--- src/verilog/mem_defines.svh ---
`ifndef MEM_DEFINES_SVH
`define MEM_DEFINES_SVH

// Storage geometry of the backing memory.
`define MEM_WORD_WIDTH      32
`define MEM_LINE_WORDS      4
`define MEM_WORDS           64
`define MEM_ADDR_WIDTH      6
`define MEM_LINE_WIDTH      (`MEM_WORD_WIDTH * `MEM_LINE_WORDS)
`define MEM_LINE_IDX_WIDTH  ($clog2(`MEM_WORDS / `MEM_LINE_WORDS))

`define MEM_TRANSFER_TIME   5  // Cycles from fill request to returned line.

`define APB_ADDR_WIDTH      8

// Register map as byte offsets on PADDR.
`define REG_ADDR            8'h00
`define REG_STORE           8'h04
`define REG_FILL            8'h08
`define REG_STATUS          8'h0C
`define REG_FILL_WORD0      8'h10

`endif

--- src/verilog/mem_pkg.sv ---
package mem_pkg;

  // Request kinds sent from the APB port to the line memory.
  typedef enum logic {
    MEM_OP_STORE = 1'b0,  // Write one word at the request address.
    MEM_OP_FILL  = 1'b1   // Return the line that holds the request address.
  } mem_op_t;

  // Register selected by the current PADDR.
  typedef enum logic [2:0] {
    SEL_ADDR,
    SEL_STORE,
    SEL_FILL,
    SEL_STATUS,
    SEL_FILL_WORD,  // One of the four captured line words.
    SEL_NONE        // Unmapped or misaligned offset.
  } reg_sel_t;

endpackage

--- src/verilog/fill_if.sv ---
`timescale 1ns/1ps
`include "mem_defines.svh"

interface fill_if ();

  logic                                                fill_valid;
  logic [`MEM_LINE_WIDTH-1:0]                          fill_data;   // Word 0 in the low bits.
  logic [`MEM_LINE_IDX_WIDTH-1:0]                      fill_line;
  logic                                                busy;
  logic                                                done;
  logic [`MEM_LINE_WORDS-1:0][`MEM_WORD_WIDTH-1:0]     fill_words;  // Captured copy of the line.
  logic [`MEM_LINE_IDX_WIDTH-1:0]                      cap_line;    // Line index of last capture.

  modport source (
    output fill_valid,
    output fill_data,
    output fill_line
  );

  modport sink (
    input  fill_valid,
    input  fill_data,
    input  fill_line,
    output busy,
    output done,
    output fill_words,
    output cap_line
  );

  modport status (
    input busy,
    input done,
    input fill_words,
    input cap_line
  );

endinterface

--- src/verilog/mem_req_if.sv ---
`timescale 1ns/1ps
`include "mem_defines.svh"

interface mem_req_if import mem_pkg::*; ();

  logic                       req;         // One-cycle request pulse.
  mem_op_t                    op;
  logic [`MEM_ADDR_WIDTH-1:0] addr;        // Word address.
  logic [`MEM_WORD_WIDTH-1:0] store_data;  // Only meaningful for stores.

  modport master (
    output req,
    output op,
    output addr,
    output store_data
  );

  modport slave (
    input req,
    input op,
    input addr,
    input store_data
  );

  // The fill buffer only needs to see when a fill starts.
  modport monitor (
    input req,
    input op
  );

endinterface

--- src/verilog/apb_mem_port.sv ---
`timescale 1ns/1ps
`include "mem_defines.svh"

module apb_mem_port import mem_pkg::*; (
  input  logic                       pclk,
  input  logic                       rst_n,
  input  logic                       psel,
  input  logic                       penable,
  input  logic                       pwrite,
  input  logic [`APB_ADDR_WIDTH-1:0] paddr,
  input  logic [`MEM_WORD_WIDTH-1:0] pwdata,
  output logic [`MEM_WORD_WIDTH-1:0] prdata,
  output logic                       pready,
  output logic                       pslverr,
  mem_req_if.master                  req,
  fill_if.status                     stat
);

  reg_sel_t                   sel;
  logic                       access;
  logic                       err;
  logic                       fill_pending;
  logic                       wr_ok;
  logic                       store_go;
  logic                       fill_go;
  logic [`MEM_ADDR_WIDTH-1:0] addr_reg;
  logic                       req_q;
  mem_op_t                    op_q;
  logic [`MEM_ADDR_WIDTH-1:0] addr_q;
  logic [`MEM_WORD_WIDTH-1:0] data_q;
  logic [`MEM_WORD_WIDTH-1:0] status_word;
  logic [`MEM_WORD_WIDTH-1:0] rd_data;

  assign access = psel && penable;  // APB access phase.
  assign pready = 1'b1;             // No wait states.

  always_comb begin
    if ({paddr[`APB_ADDR_WIDTH-1:4], 2'b00, paddr[1:0]} == `REG_FILL_WORD0) sel = SEL_FILL_WORD;
    else if (paddr == `REG_ADDR) sel = SEL_ADDR;
    else if (paddr == `REG_STORE) sel = SEL_STORE;
    else if (paddr == `REG_FILL) sel = SEL_FILL;
    else if (paddr == `REG_STATUS) sel = SEL_STATUS;
    else sel = SEL_NONE;
  end

  // A fill counts as outstanding from the cycle its request is in flight.
  assign fill_pending = stat.busy || (req_q && op_q == MEM_OP_FILL);

  always_comb begin
    case (sel)
      SEL_ADDR:      err = 1'b0;
      SEL_STORE:     err = !pwrite;                   // Write-only.
      SEL_FILL:      err = !pwrite || fill_pending;   // Rejected rather than queued.
      SEL_STATUS:    err = pwrite;                    // Read-only.
      SEL_FILL_WORD: err = pwrite;
      default:       err = 1'b1;
    endcase
  end

  assign pslverr  = access && err;
  assign wr_ok    = access && pwrite && !err;
  assign store_go = wr_ok && (sel == SEL_STORE);
  assign fill_go  = wr_ok && (sel == SEL_FILL);

  always_ff @(posedge pclk or negedge rst_n) begin
    if (!rst_n) begin
      req_q    <= 1'b0;
      op_q     <= MEM_OP_STORE;
      addr_reg <= '0;
    end else begin
      req_q <= store_go || fill_go;  // One pulse per accepted command.
      if (store_go || fill_go) op_q <= fill_go ? MEM_OP_FILL : MEM_OP_STORE;
      if (wr_ok && sel == SEL_ADDR) addr_reg <= pwdata[`MEM_ADDR_WIDTH-1:0];
      else if (store_go) addr_reg <= addr_reg + 1'b1;  // Wraps from 63 to 0.
    end
  end

  always_ff @(posedge pclk) begin
    if (store_go || fill_go) begin
      addr_q <= addr_reg;  // Address before the increment.
      data_q <= pwdata;
    end
  end

  assign req.req        = req_q;
  assign req.op         = op_q;
  assign req.addr       = addr_q;
  assign req.store_data = data_q;

  always_comb begin
    status_word       = '0;
    status_word[0]    = stat.busy;
    status_word[1]    = stat.done;
    status_word[11:8] = stat.cap_line;
  end

  always_comb begin
    rd_data = '0;
    case (sel)
      SEL_ADDR:      rd_data[`MEM_ADDR_WIDTH-1:0] = addr_reg;
      SEL_STATUS:    rd_data = status_word;
      SEL_FILL_WORD: rd_data = stat.fill_words[paddr[3:2]];
      default:       rd_data = '0;
    endcase
  end

  assign prdata = (access && !pwrite && !err) ? rd_data : '0;

endmodule

--- src/verilog/fill_buffer.sv ---
`timescale 1ns/1ps
`include "mem_defines.svh"

module fill_buffer import mem_pkg::*; (
  input  logic        clk,
  input  logic        rst_n,
  mem_req_if.monitor  mon,
  fill_if.sink        fill
);

  logic                                            fill_start;
  logic                                            busy_q;
  logic                                            done_q;
  logic [`MEM_LINE_WORDS-1:0][`MEM_WORD_WIDTH-1:0] words_q;
  logic [`MEM_LINE_IDX_WIDTH-1:0]                  line_q;

  assign fill_start = mon.req && (mon.op == MEM_OP_FILL);

  always_ff @(posedge clk or negedge rst_n) begin
    if (!rst_n) begin
      busy_q <= 1'b0;
      done_q <= 1'b0;
    end else if (fill_start) begin
      busy_q <= 1'b1;  // A new fill wins over a line arriving in the same cycle.
      done_q <= 1'b0;
    end else if (fill.fill_valid) begin
      busy_q <= 1'b0;
      done_q <= 1'b1;
    end
  end

  always_ff @(posedge clk or negedge rst_n) begin
    if (!rst_n) begin
      words_q <= '0;
      line_q  <= '0;
    end else if (fill.fill_valid) begin
      for (int w = 0; w < `MEM_LINE_WORDS; w++) begin
        words_q[w] <= fill.fill_data[w*`MEM_WORD_WIDTH +: `MEM_WORD_WIDTH];
      end
      line_q <= fill.fill_line;
    end
  end

  assign fill.busy       = busy_q;
  assign fill.done       = done_q;
  assign fill.fill_words = words_q;
  assign fill.cap_line   = line_q;

endmodule

--- src/verilog/line_memory.sv ---
`timescale 1ns/1ps
`include "mem_defines.svh"

module line_memory import mem_pkg::*; (
  input  logic      clk,
  input  logic      rst_n,
  mem_req_if.slave  req,
  fill_if.source    fill
);

  localparam int WORD_SEL_WIDTH = $clog2(`MEM_LINE_WORDS);
  localparam int DEPTH          = `MEM_TRANSFER_TIME;

  logic [`MEM_WORD_WIDTH-1:0]     mem [`MEM_WORDS];
  logic [`MEM_LINE_IDX_WIDTH-1:0] line_idx;
  logic [`MEM_LINE_WIDTH-1:0]     line_data;
  logic                           fill_req;
  logic                           store_req;

  logic [DEPTH-1:0]               valid_pipe;
  logic [`MEM_LINE_WIDTH-1:0]     data_pipe [DEPTH];
  logic [`MEM_LINE_IDX_WIDTH-1:0] line_pipe [DEPTH];

  assign store_req = req.req && (req.op == MEM_OP_STORE);
  assign fill_req  = req.req && (req.op == MEM_OP_FILL);

  // Word storage, written one word per store request.
  always_ff @(posedge clk) begin
    if (store_req) mem[req.addr] <= req.store_data;
  end

  assign line_idx = req.addr[`MEM_ADDR_WIDTH-1:WORD_SEL_WIDTH];

  // Read sees the array before a store on the same edge.
  always_comb begin
    for (int w = 0; w < `MEM_LINE_WORDS; w++) begin
      line_data[w*`MEM_WORD_WIDTH +: `MEM_WORD_WIDTH] =
        mem[{line_idx, w[WORD_SEL_WIDTH-1:0]}];
    end
  end

  always_ff @(posedge clk or negedge rst_n) begin
    if (!rst_n) begin
      valid_pipe <= '0;
    end else begin
      valid_pipe <= {valid_pipe[DEPTH-2:0], fill_req};
    end
  end

  // Line payload follows the valid bits through the same number of stages.
  always_ff @(posedge clk) begin
    data_pipe[0] <= line_data;
    line_pipe[0] <= line_idx;
    for (int s = 1; s < DEPTH; s++) begin
      data_pipe[s] <= data_pipe[s-1];
      line_pipe[s] <= line_pipe[s-1];
    end
  end

  assign fill.fill_valid = valid_pipe[DEPTH-1];
  assign fill.fill_data  = data_pipe[DEPTH-1];
  assign fill.fill_line  = line_pipe[DEPTH-1];

endmodule

--- src/verilog/mem_subsys_top.sv ---
`timescale 1ns/1ps
`include "mem_defines.svh"

module mem_subsys_top (
  input  logic                       pclk,
  input  logic                       rst_n,
  input  logic                       psel,
  input  logic                       penable,
  input  logic                       pwrite,
  input  logic [`APB_ADDR_WIDTH-1:0] paddr,
  input  logic [`MEM_WORD_WIDTH-1:0] pwdata,
  output logic [`MEM_WORD_WIDTH-1:0] prdata,
  output logic                       pready,
  output logic                       pslverr
);

  mem_req_if u_req_if ();  // Commands from the APB port.
  fill_if    u_fill_if (); // Returned lines and fill status.

  apb_mem_port u_apb_mem_port (
    .pclk    (pclk),
    .rst_n   (rst_n),
    .psel    (psel),
    .penable (penable),
    .pwrite  (pwrite),
    .paddr   (paddr),
    .pwdata  (pwdata),
    .prdata  (prdata),
    .pready  (pready),
    .pslverr (pslverr),
    .req     (u_req_if.master),
    .stat    (u_fill_if.status)
  );

  line_memory u_line_memory (
    .clk   (pclk),
    .rst_n (rst_n),
    .req   (u_req_if.slave),
    .fill  (u_fill_if.source)
  );

  fill_buffer u_fill_buffer (
    .clk   (pclk),
    .rst_n (rst_n),
    .mon   (u_req_if.monitor),
    .fill  (u_fill_if.sink)
  );

endmodule
--- config.mk ---
export PLATFORM = sky130hd
export DESIGN_NAME = mem_subsys_top
export DESIGN_NICKNAME = d
export VERILOG_FILES = /design/src/verilog/mem_pkg.sv /design/src/verilog/fill_if.sv /design/src/verilog/mem_req_if.sv /design/src/verilog/apb_mem_port.sv /design/src/verilog/fill_buffer.sv /design/src/verilog/line_memory.sv /design/src/verilog/mem_subsys_top.sv
export VERILOG_INCLUDE_DIRS = /design/src /design/src/verilog
export SDC_FILE = /design/constraint.sdc
export NUM_CORES = 2
export LEC_CHECK = 0
export ABC_AREA = 1
export BUFFER_PORTS_ARGS = -buffer_cell sky130_fd_sc_hd__buf_2
export CAP_MARGIN = 20
export CORE_MARGIN = 2
export CORE_UTILIZATION = 40
export CTS_BUF_LIST = sky130_fd_sc_hd__clkbuf_8
export DETAILED_ROUTE_END_ITERATION = 8
export PLACE_DENSITY = 0.55
export SLEW_MARGIN = 5
export SYNTH_ARGS = -nofsm -noshare
export SYNTH_HDL_FRONTEND = slang
export SYNTH_HIERARCHICAL = 1
export SYNTH_SLANG_ARGS = --single-unit
--- constraint.sdc ---
create_clock -name pclk -period 8.1 [get_ports pclk]
set_clock_uncertainty 0.1 [all_clocks]
set_input_delay 1.62 -clock pclk [delete_from_list [all_inputs] [get_ports pclk]]
set_output_delay 1.62 -clock pclk [all_outputs]
set_load 0.01 [all_outputs]
### After elaboration in Yosys (flattened, before gate mapping)

Memories as Yosys holds them, arrays and structs flattened. A register that Yosys moved wholly into a read port is not among the register bits.
Index checks and enable logic that the tools add are counted.
W data, S select, Z words.

| operators by class | value |
|---|---|
| add/sub/neg operators | 1 |
| bitwise logic cells | 1 |
| equality and inequality tests | 8 |
| reductions and logical operators | 23 |
| order comparisons | 1 |
| muxes and demuxes | 24 |

Operator list:

| cell | count |
|---|---|
| $bmux W32 S2 | 1 |
| $mux W32 | 2 |
| $pmux W26 S2 | 1 |
| $mux W6 | 6 |
| $pmux W6 S3 | 1 |
| $eq A8 B4 Y1 const B | 2 |
| $mux W3 | 5 |
| $logic_and A1 B1 Y1 | 11 |
| $eq A8 B3 Y1 const B | 1 |
| $logic_not A8 Y1 | 1 |
| $mux W1 | 7 |
| $add A6 B1 Y6 const B | 1 |
| $eq A3 B2 Y1 const B | 2 |
| $eq A6 B3 Y1 const B | 1 |
| $logic_not A1 Y1 | 4 |
| $pmux W1 S4 | 1 |
| $reduce_bool A2 Y1 | 2 |
| $eq A3 B1 Y1 const B | 1 |
| $eq A3 B3 Y1 const B | 1 |
| $logic_not A3 Y1 | 1 |
| $logic_or A1 B1 Y1 | 3 |
| $lt A2 B3 Y1 const B | 1 |
| $reduce_or A2 Y1 | 1 |
| $not A1 Y1 | 1 |

| word-level totals | value |
|---|---|
| input bits | 45 |
| register bits after elaboration | 53 |
| logic and storage cells | 69 |
| RAM bits | 2708 |
| output and inout bits | 34 |
| memories kept | 3 |

Memory list:

| name | words | width | rd ports | clocked after Yosys merged registers in | write ports | RTL line | text |
|---|---|---|---|---|---|---|---|
| u_line_memory.mem | 64 | 32 | 4 | 4 | 1 | line_memory.sv:14 | `` logic [`MEM_WORD_WIDTH-1:0] mem [`MEM_WORDS]; `` |
| u_line_memory.data_pipe | 5 | 128 | 5 | 1 | 5 | line_memory.sv:21 | `` logic [`MEM_LINE_WIDTH-1:0] data_pipe [DEPTH]; `` |
| u_line_memory.line_pipe | 5 | 4 | 5 | 1 | 5 | line_memory.sv:22 | `` logic [`MEM_LINE_IDX_WIDTH-1:0] line_pipe [DEPTH]; `` |

### Logic depth before layout (Yosys ltp)

| logic depth | value |
|---|---|
| depth after elaboration | 14 |
| mapped depth | 12 |
| depth with buffers taken out | 11 |

### Cells and area by module

Netlist, hierarchy kept.

Modules (own cells, without submodules):

| module | cells an instance | sequential area each (um2) | area an instance (um2) | instances |
|---|---|---|---|---|
| line_memory | 9444 | 74836.8 | 102111.7 | 1 |
| fill_buffer | 566 | 3353.2 | 5086.1 | 1 |
| apb_mem_port | 419 | 1341.3 | 3169.3 | 1 |

### Worst setup path after synthesis

No wires, ideal clock.

| timing path | value |
|---|---|
| path kind | in2reg |
| start | input paddr[7] |
| end | register u_apb_mem_port.addr_q[0], in the netlist u_apb_mem_port/req.addr[0], enable pin |
| stages on the path | 7 |
| arrival time | 5.081 ns |
| setup time | 0.488 ns |
| required time | 7.512 ns |
| slack | 2.431 ns |
| buffers on the path | 0 |
| cells stage by stage | nor2_2 nand2_1 nor2_4 inv_2 a21oi_4 nand3_1 o21ai_0 |

| between the ends | value |
|---|---|
| cells in the longest elaborated chain, start to end | 13 |
| elaborated cells on any way between the ends | 22 |
| those cells by class | 8 x eq/ne; 6 x mux; 8 x reduce/logical |

RTL lines:

| item | RTL line | text |
|---|---|---|
| from (decl) | mem_subsys_top.sv:10 | `` input logic [`APB_ADDR_WIDTH-1:0] paddr, `` |
| $eq A8 B4 Y1 (no source line) | n/a |  |
| $mux W3 | apb_mem_port.sv:42 | `` else if (paddr == `REG_STATUS) sel = SEL_STATUS; `` |
| $mux W3 | apb_mem_port.sv:41 | `` else if (paddr == `REG_FILL) sel = SEL_FILL; `` |
| $mux W3 | apb_mem_port.sv:40 | `` else if (paddr == `REG_STORE) sel = SEL_STORE; `` |
| $mux W3 | apb_mem_port.sv:39 | `` else if (paddr == `REG_ADDR) sel = SEL_ADDR; `` |
| $mux W3 * | apb_mem_port.sv:38 | `` if ({paddr[`APB_ADDR_WIDTH-1:4], 2'b00, paddr[1:0]} == `REG_FILL_WORD0) sel = SEL_FILL_WORD; `` |
| $eq A3 B2 Y1 or $eq A3 B3 Y1 (tied branches) | apb_mem_port.sv:50 | `case (sel)` |
| $reduce_or A2 Y1 (no source line) | n/a |  |
| $pmux W1 S4 | apb_mem_port.sv:50 |  |
| $logic_not A1 Y1 | apb_mem_port.sv:61 | `assign wr_ok = access && pwrite && !err;` |
| $logic_and A1 B1 Y1 | apb_mem_port.sv:61 |  |
| $logic_and A1 B1 Y1 (on tied branches) | apb_mem_port.sv:62, apb_mem_port.sv:63 |  |
| $logic_or A1 B1 Y1 * | apb_mem_port.sv:79 | `if (store_go \|\| fill_go) begin` |
| to (signal assigned) | apb_mem_port.sv:80 | `addr_q <= addr_reg;` |
| to (decl) | apb_mem_port.sv:29 | `` logic [`MEM_ADDR_WIDTH-1:0] addr_q; `` |

Every way passes the cells marked *; elsewhere a longest branch is shown, timed or not.
A chain may end at the register's enable or synchronous reset.

### Worst setup path after layout

| timing path | value |
|---|---|
| start | input paddr[3] |
| end | output prdata[9] |

| between the ends | value |
|---|---|
| cells in the longest elaborated chain, start to end | 12 |
| elaborated cells on any way between the ends | 22 |
| those cells by class | 7 x eq/ne; 10 x mux; 5 x reduce/logical |

RTL lines:

| item | RTL line | text |
|---|---|---|
| $eq A8 B4 Y1 (no source line) | n/a |  |
| $mux W3 | apb_mem_port.sv:42 |  |
| $mux W3 | apb_mem_port.sv:41 |  |
| $mux W3 | apb_mem_port.sv:40 |  |
| $mux W3 | apb_mem_port.sv:39 |  |
| $mux W3 | apb_mem_port.sv:38 |  |
| $eq A3 B2 Y1 or $eq A3 B3 Y1 (tied branches) | apb_mem_port.sv:50, apb_mem_port.sv:99 |  |
| $reduce_or A2 Y1 (no source line) | n/a |  |
| $pmux W1 S4 | apb_mem_port.sv:50 |  |
| $logic_not A1 Y1 | apb_mem_port.sv:107 | `assign prdata = (access && !pwrite && !err) ? rd_data : '0;` |
| $logic_and A1 B1 Y1 | apb_mem_port.sv:107 |  |
| $mux W32 * | apb_mem_port.sv:107 |  |
| to (decl) | mem_subsys_top.sv:12 | `` output logic [`MEM_WORD_WIDTH-1:0] prdata, `` |

Every way passes the cells marked *; elsewhere a longest branch is shown, timed or not. The select of a mux whose other input is x is not followed.

==> flow_summary.rst <==
.. list-table::
   :header-rows: 1

   * - Metric
     - Value
   * - Total Routing Usage GR
     - 21.63%
   * - Maximum ir drop on the vdd rail
     - 0.0001889 V
   * - Number of instances in the synthesized netlist
     - 10430
   * - Average cell area after synthesis
     - 10.58 sq um
   * - Sequential element share of the synthesized area
     - 72.06%
   * - Placeable core region
     - 274100 sq um
   * - Ranking of synthesized cells by area
     - sky130_fd_sc_hd__edfxtp_1, sky130_fd_sc_hd__nand2_1, sky130_fd_sc_hd__dfxtp_1
   * - Outcome
     - finished clean
   * - Power after layout
     - 28.07 mW
   * - Post-synth net total
     - 10480
   * - Number of distinct library cells after synthesis
     - 33
   * - IO buf count
     - 77
   * - List of most frequent post-synthesis cells
     - sky130_fd_sc_hd__nand2_1, sky130_fd_sc_hd__edfxtp_1, sky130_fd_sc_hd__inv_1
   * - Total via count in the routed design
     - 69460
   * - Simple-gate share of the synthesized area
     - 18.39%
   * - Number of nets with antenna violations after routing
     - 0
   * - Fin crit share
     - 73.02%
   * - Highest attainable clock frequency
     - 0.1691 GHz
   * - CP arrival
     - 4.19 ns
   * - Number of synthesized register bits
     - 2893
   * - Root Buffer
     - sky130_fd_sc_hd__clkbuf_8
   * - Yosys warns
     - 6
   * - Maximum number of pins on one net before global-route repair
     - 206
   * - Post-cts repair resize count
     - 0
   * - Final setup violation count
     - 0
   * - Filler cell count in the final layout
     - 25380
   * - Num Clock Sinks
     - 2893
   * - Max H-tree Level
     - 5
   * - Lkg Pwr
     - 54.29 nW
   * - Number of buffers added to fix hold violations after cts
     - 0
   * - Worst Hold Class
     - reg2reg
   * - CP Launch Point
     - paddr[3]
   * - Least-Margin Pin Slew
     - 1.148 ns
   * - Total Neg Setup Slack
     - 0 ns
   * - Busiest layer in global routing
     - met2
   * - Residual overflow from global routing
     - 0
   * - Yosys top cell area share
     - 56.76%
   * - Post-CTS setup buffer count
     - 0
   * - Grt met2 use
     - 36.30%
   * - Vias per cell
     - 4.740
   * - Critical-path maximum fanout
     - 26
   * - First-pass GRT wire length
     - 446500 um
   * - Insertion delay to the later sink of the worst-skew pair
     - 1.11 ns
   * - Drt pass-1 iters
     - 8
   * - Clock buffer count from CTS
     - 467
   * - Die Outline Area
     - 280100 sq um
   * - Critical Path End Type
     - output pin
   * - Final HPWL from detailed placement
     - 165300 um
   * - Met3 Resource Use GR
     - 3.161%
   * - Max reg flops
     - 2048
   * - Antenna violations before repair
     - 19
   * - Final count of pins violating max slew
     - 0
   * - Fraction of registers with async set/reset
     - 5.081%
   * - Number of violations of the max-capacitance limit
     - 0
   * - Post-synthesis compound-gate area fraction
     - 1.031%
   * - Final Routed Wirelength
     - 305800 um
   * - Final hold violation count
     - 0
   * - Adder-cell area share of the yosys netlist
     - 0.01134%
   * - XOR/XNOR Fraction of Synth Area
     - 0.03174%
   * - Post-Place Worst Slack
     - 2.224 ns
   * - Worst setup SP type
     - input port
   * - CTS tree
     - built
   * - Synthesized cell area
     - 110400 sq um
   * - RSZ-0062 raised after global routing
     - no
   * - Count of placed standard cells including taps
     - 13780
   * - Post-DR wirelength/cell
     - 20.86 um
   * - Number of standard-cell rows in the floorplan
     - 192
   * - Initial Utilization
     - 40.26%
   * - Most numerous cell in the Yosys netlist
     - sky130_fd_sc_hd__nand2_1
   * - Combinational family with the most area after synthesis
     - simple AND/OR/NAND/NOR gates
   * - Worst relative slew slack
     - 23.45%
   * - Drc violations
     - 0
   * - Largest reg by FF count
     - u_line_memory/mem
   * - M1 GR Usage
     - 28.69%
   * - Final nets
     - 10610
   * - Drt first-iter violations
     - 6291
   * - Weighted congestion at the end of routability-driven global placement
     - 0.8342
   * - Hold wc startpoint
     - u_line_memory/line_pipe[0][1]
   * - Library cell with the largest summed area after synthesis
     - sky130_fd_sc_hd__edfxtp_1
   * - Height of the chip
     - 529.3 um
   * - Top Ports
     - 79
   * - Worst hold-check slack
     - 0.2046 ns
   * - Clk buf depth
     - 4
   * - Proportion of synthesized area in mux cells
     - 0%
   * - Period minus WS final
     - 5.915 ns
   * - Horiz. Die Dim
     - 529.3 um
   * - Final setup margin
     - 2.185 ns
   * - Via count of the first global-routing pass
     - 68090
   * - R2R Path Start
     - u_apb_mem_port/req.addr[2]
   * - Number of synthesized flops with an enable pin
     - 2086
   * - Required @ worst endpoint
     - 6.38 ns
   * - Clock transition at the register clock pins on the worst setup and hold paths after CTS
     - 0.06 ns
   * - Type of the worst setup path
     - in2out
   * - Most instantiated flip-flop cell in the synthesis netlist
     - sky130_fd_sc_hd__edfxtp_1
   * - Share of final-layout standard cells stronger than drive strength 1
     - 8.882%
   * - Final non-filler cell total
     - 14660
   * - Area growth from synthesis to layout
     - 11.85%
   * - Power density cells
     - 227.4 nW/um^2
-- layer usage --
| layer | part of all wire, % | wire (um) |
|---|---|---|
| met5 | 0.0043 | 13 |
| met4 | 2.8 | 8660 |
| met3 | 5.8 | 17690 |
| met2 | 48 | 147500 |
| met1 | 43 | 131900 |
-- final cells by class --
cell class / count / area (sq um) / share of cell area, %
clock inverters: 298 / 1572 / 1.273
well taps: 3686 / 4612 / 3.736
multi-input cells: 5304 / 22010 / 17.83
clock buffers: 558 / 7680 / 6.221
flip-flops and latches: 2893 / 79540 / 64.43
diodes: 14 / 35.03 / 0.02838
repair buffers: 233 / 1708 / 1.384
inverters: 1669 / 6300 / 5.103
-- cells by family after synthesis --
| family | after synthesis |
|---|---|
| fa+ha+maj | 1 |
| buf+inv | 2232 |
| flops | 2893 |
| other cells | 1 |
| simple gates | 5083 |
| compound gates | 215 |
| xor+xnor | 4 |
-- critical path, stage by stage --
cell and delay (ns):
sky130_fd_sc_hd__buf_2 0.25, sky130_fd_sc_hd__inv_1 0.48, sky130_fd_sc_hd__nor2_1 0.08, sky130_fd_sc_hd__nand2_1 0.08, sky130_fd_sc_hd__nor2_1 0.09, sky130_fd_sc_hd__a21oi_4 0.18, sky130_fd_sc_hd__nand2_2 0.08, sky130_fd_sc_hd__nor2_4 0.24
sky130_fd_sc_hd__nand3_4 0.49, sky130_fd_sc_hd__o21ai_0 0.40, sky130_fd_sc_hd__buf_2 0.19
-- final timing paths --
kind                                                         end  slack, ns  depth (start not counted)
worst max register to register   u_line_memory/data_pipe[0][112]       3.92                          8
max in group asynchronous       u_fill_buffer/fill.fill_words[4]       5.94                          2
worst max-delay path                                   prdata[9]       2.19                         11
worst min register to register     u_line_memory/line_pipe[1][1]       0.20                          0
min in group asynchronous         u_fill_buffer/fill.cap_line[0]       0.45                          1
worst min-delay path               u_line_memory/line_pipe[1][1]       0.20                          0
-- layout by cell type, fill, tap and decap left out, drive strengths merged --
cell	n
nand3	779
clkbuf	558
clkinvlp	6
a32oi	5
a32o	4
ha	1
edfxtp	2086
or2	1
xnor2	2
buf	233
nand4	9
xor2	2
dfxtp	660
nor3	29
bufinv	13
nand2	4139
o21ai	24
conb	1
inv	1868
a21oi	177
clkinv	80
a31oi	1
diode	14
dfrtp	147
nor2	126
o211ai	4
-- stage by stage --
stage	util (%)	cell area, sq um
after floorplan	-	110400
after global placement	41.64	114100
after detailed placement	41.65	114200
after CTS	45.02	123400
after global routing	45.03	123400
final	45.04	123400
-- where the power goes --
| group | internal (mW) | switching (mW) | leakage, nW |
|---|---|---|---|
| registers | 15.7 | 0.000178 | 26.4 |
| logic | 0.0195 | 0.0579 | 22.4 |
| clock network | 6.63 | 5.69 | 5.49 |
| total | 22.3 | 5.74 | 54.3 |
Note: power is estimated with default switching activity, not from simulation.
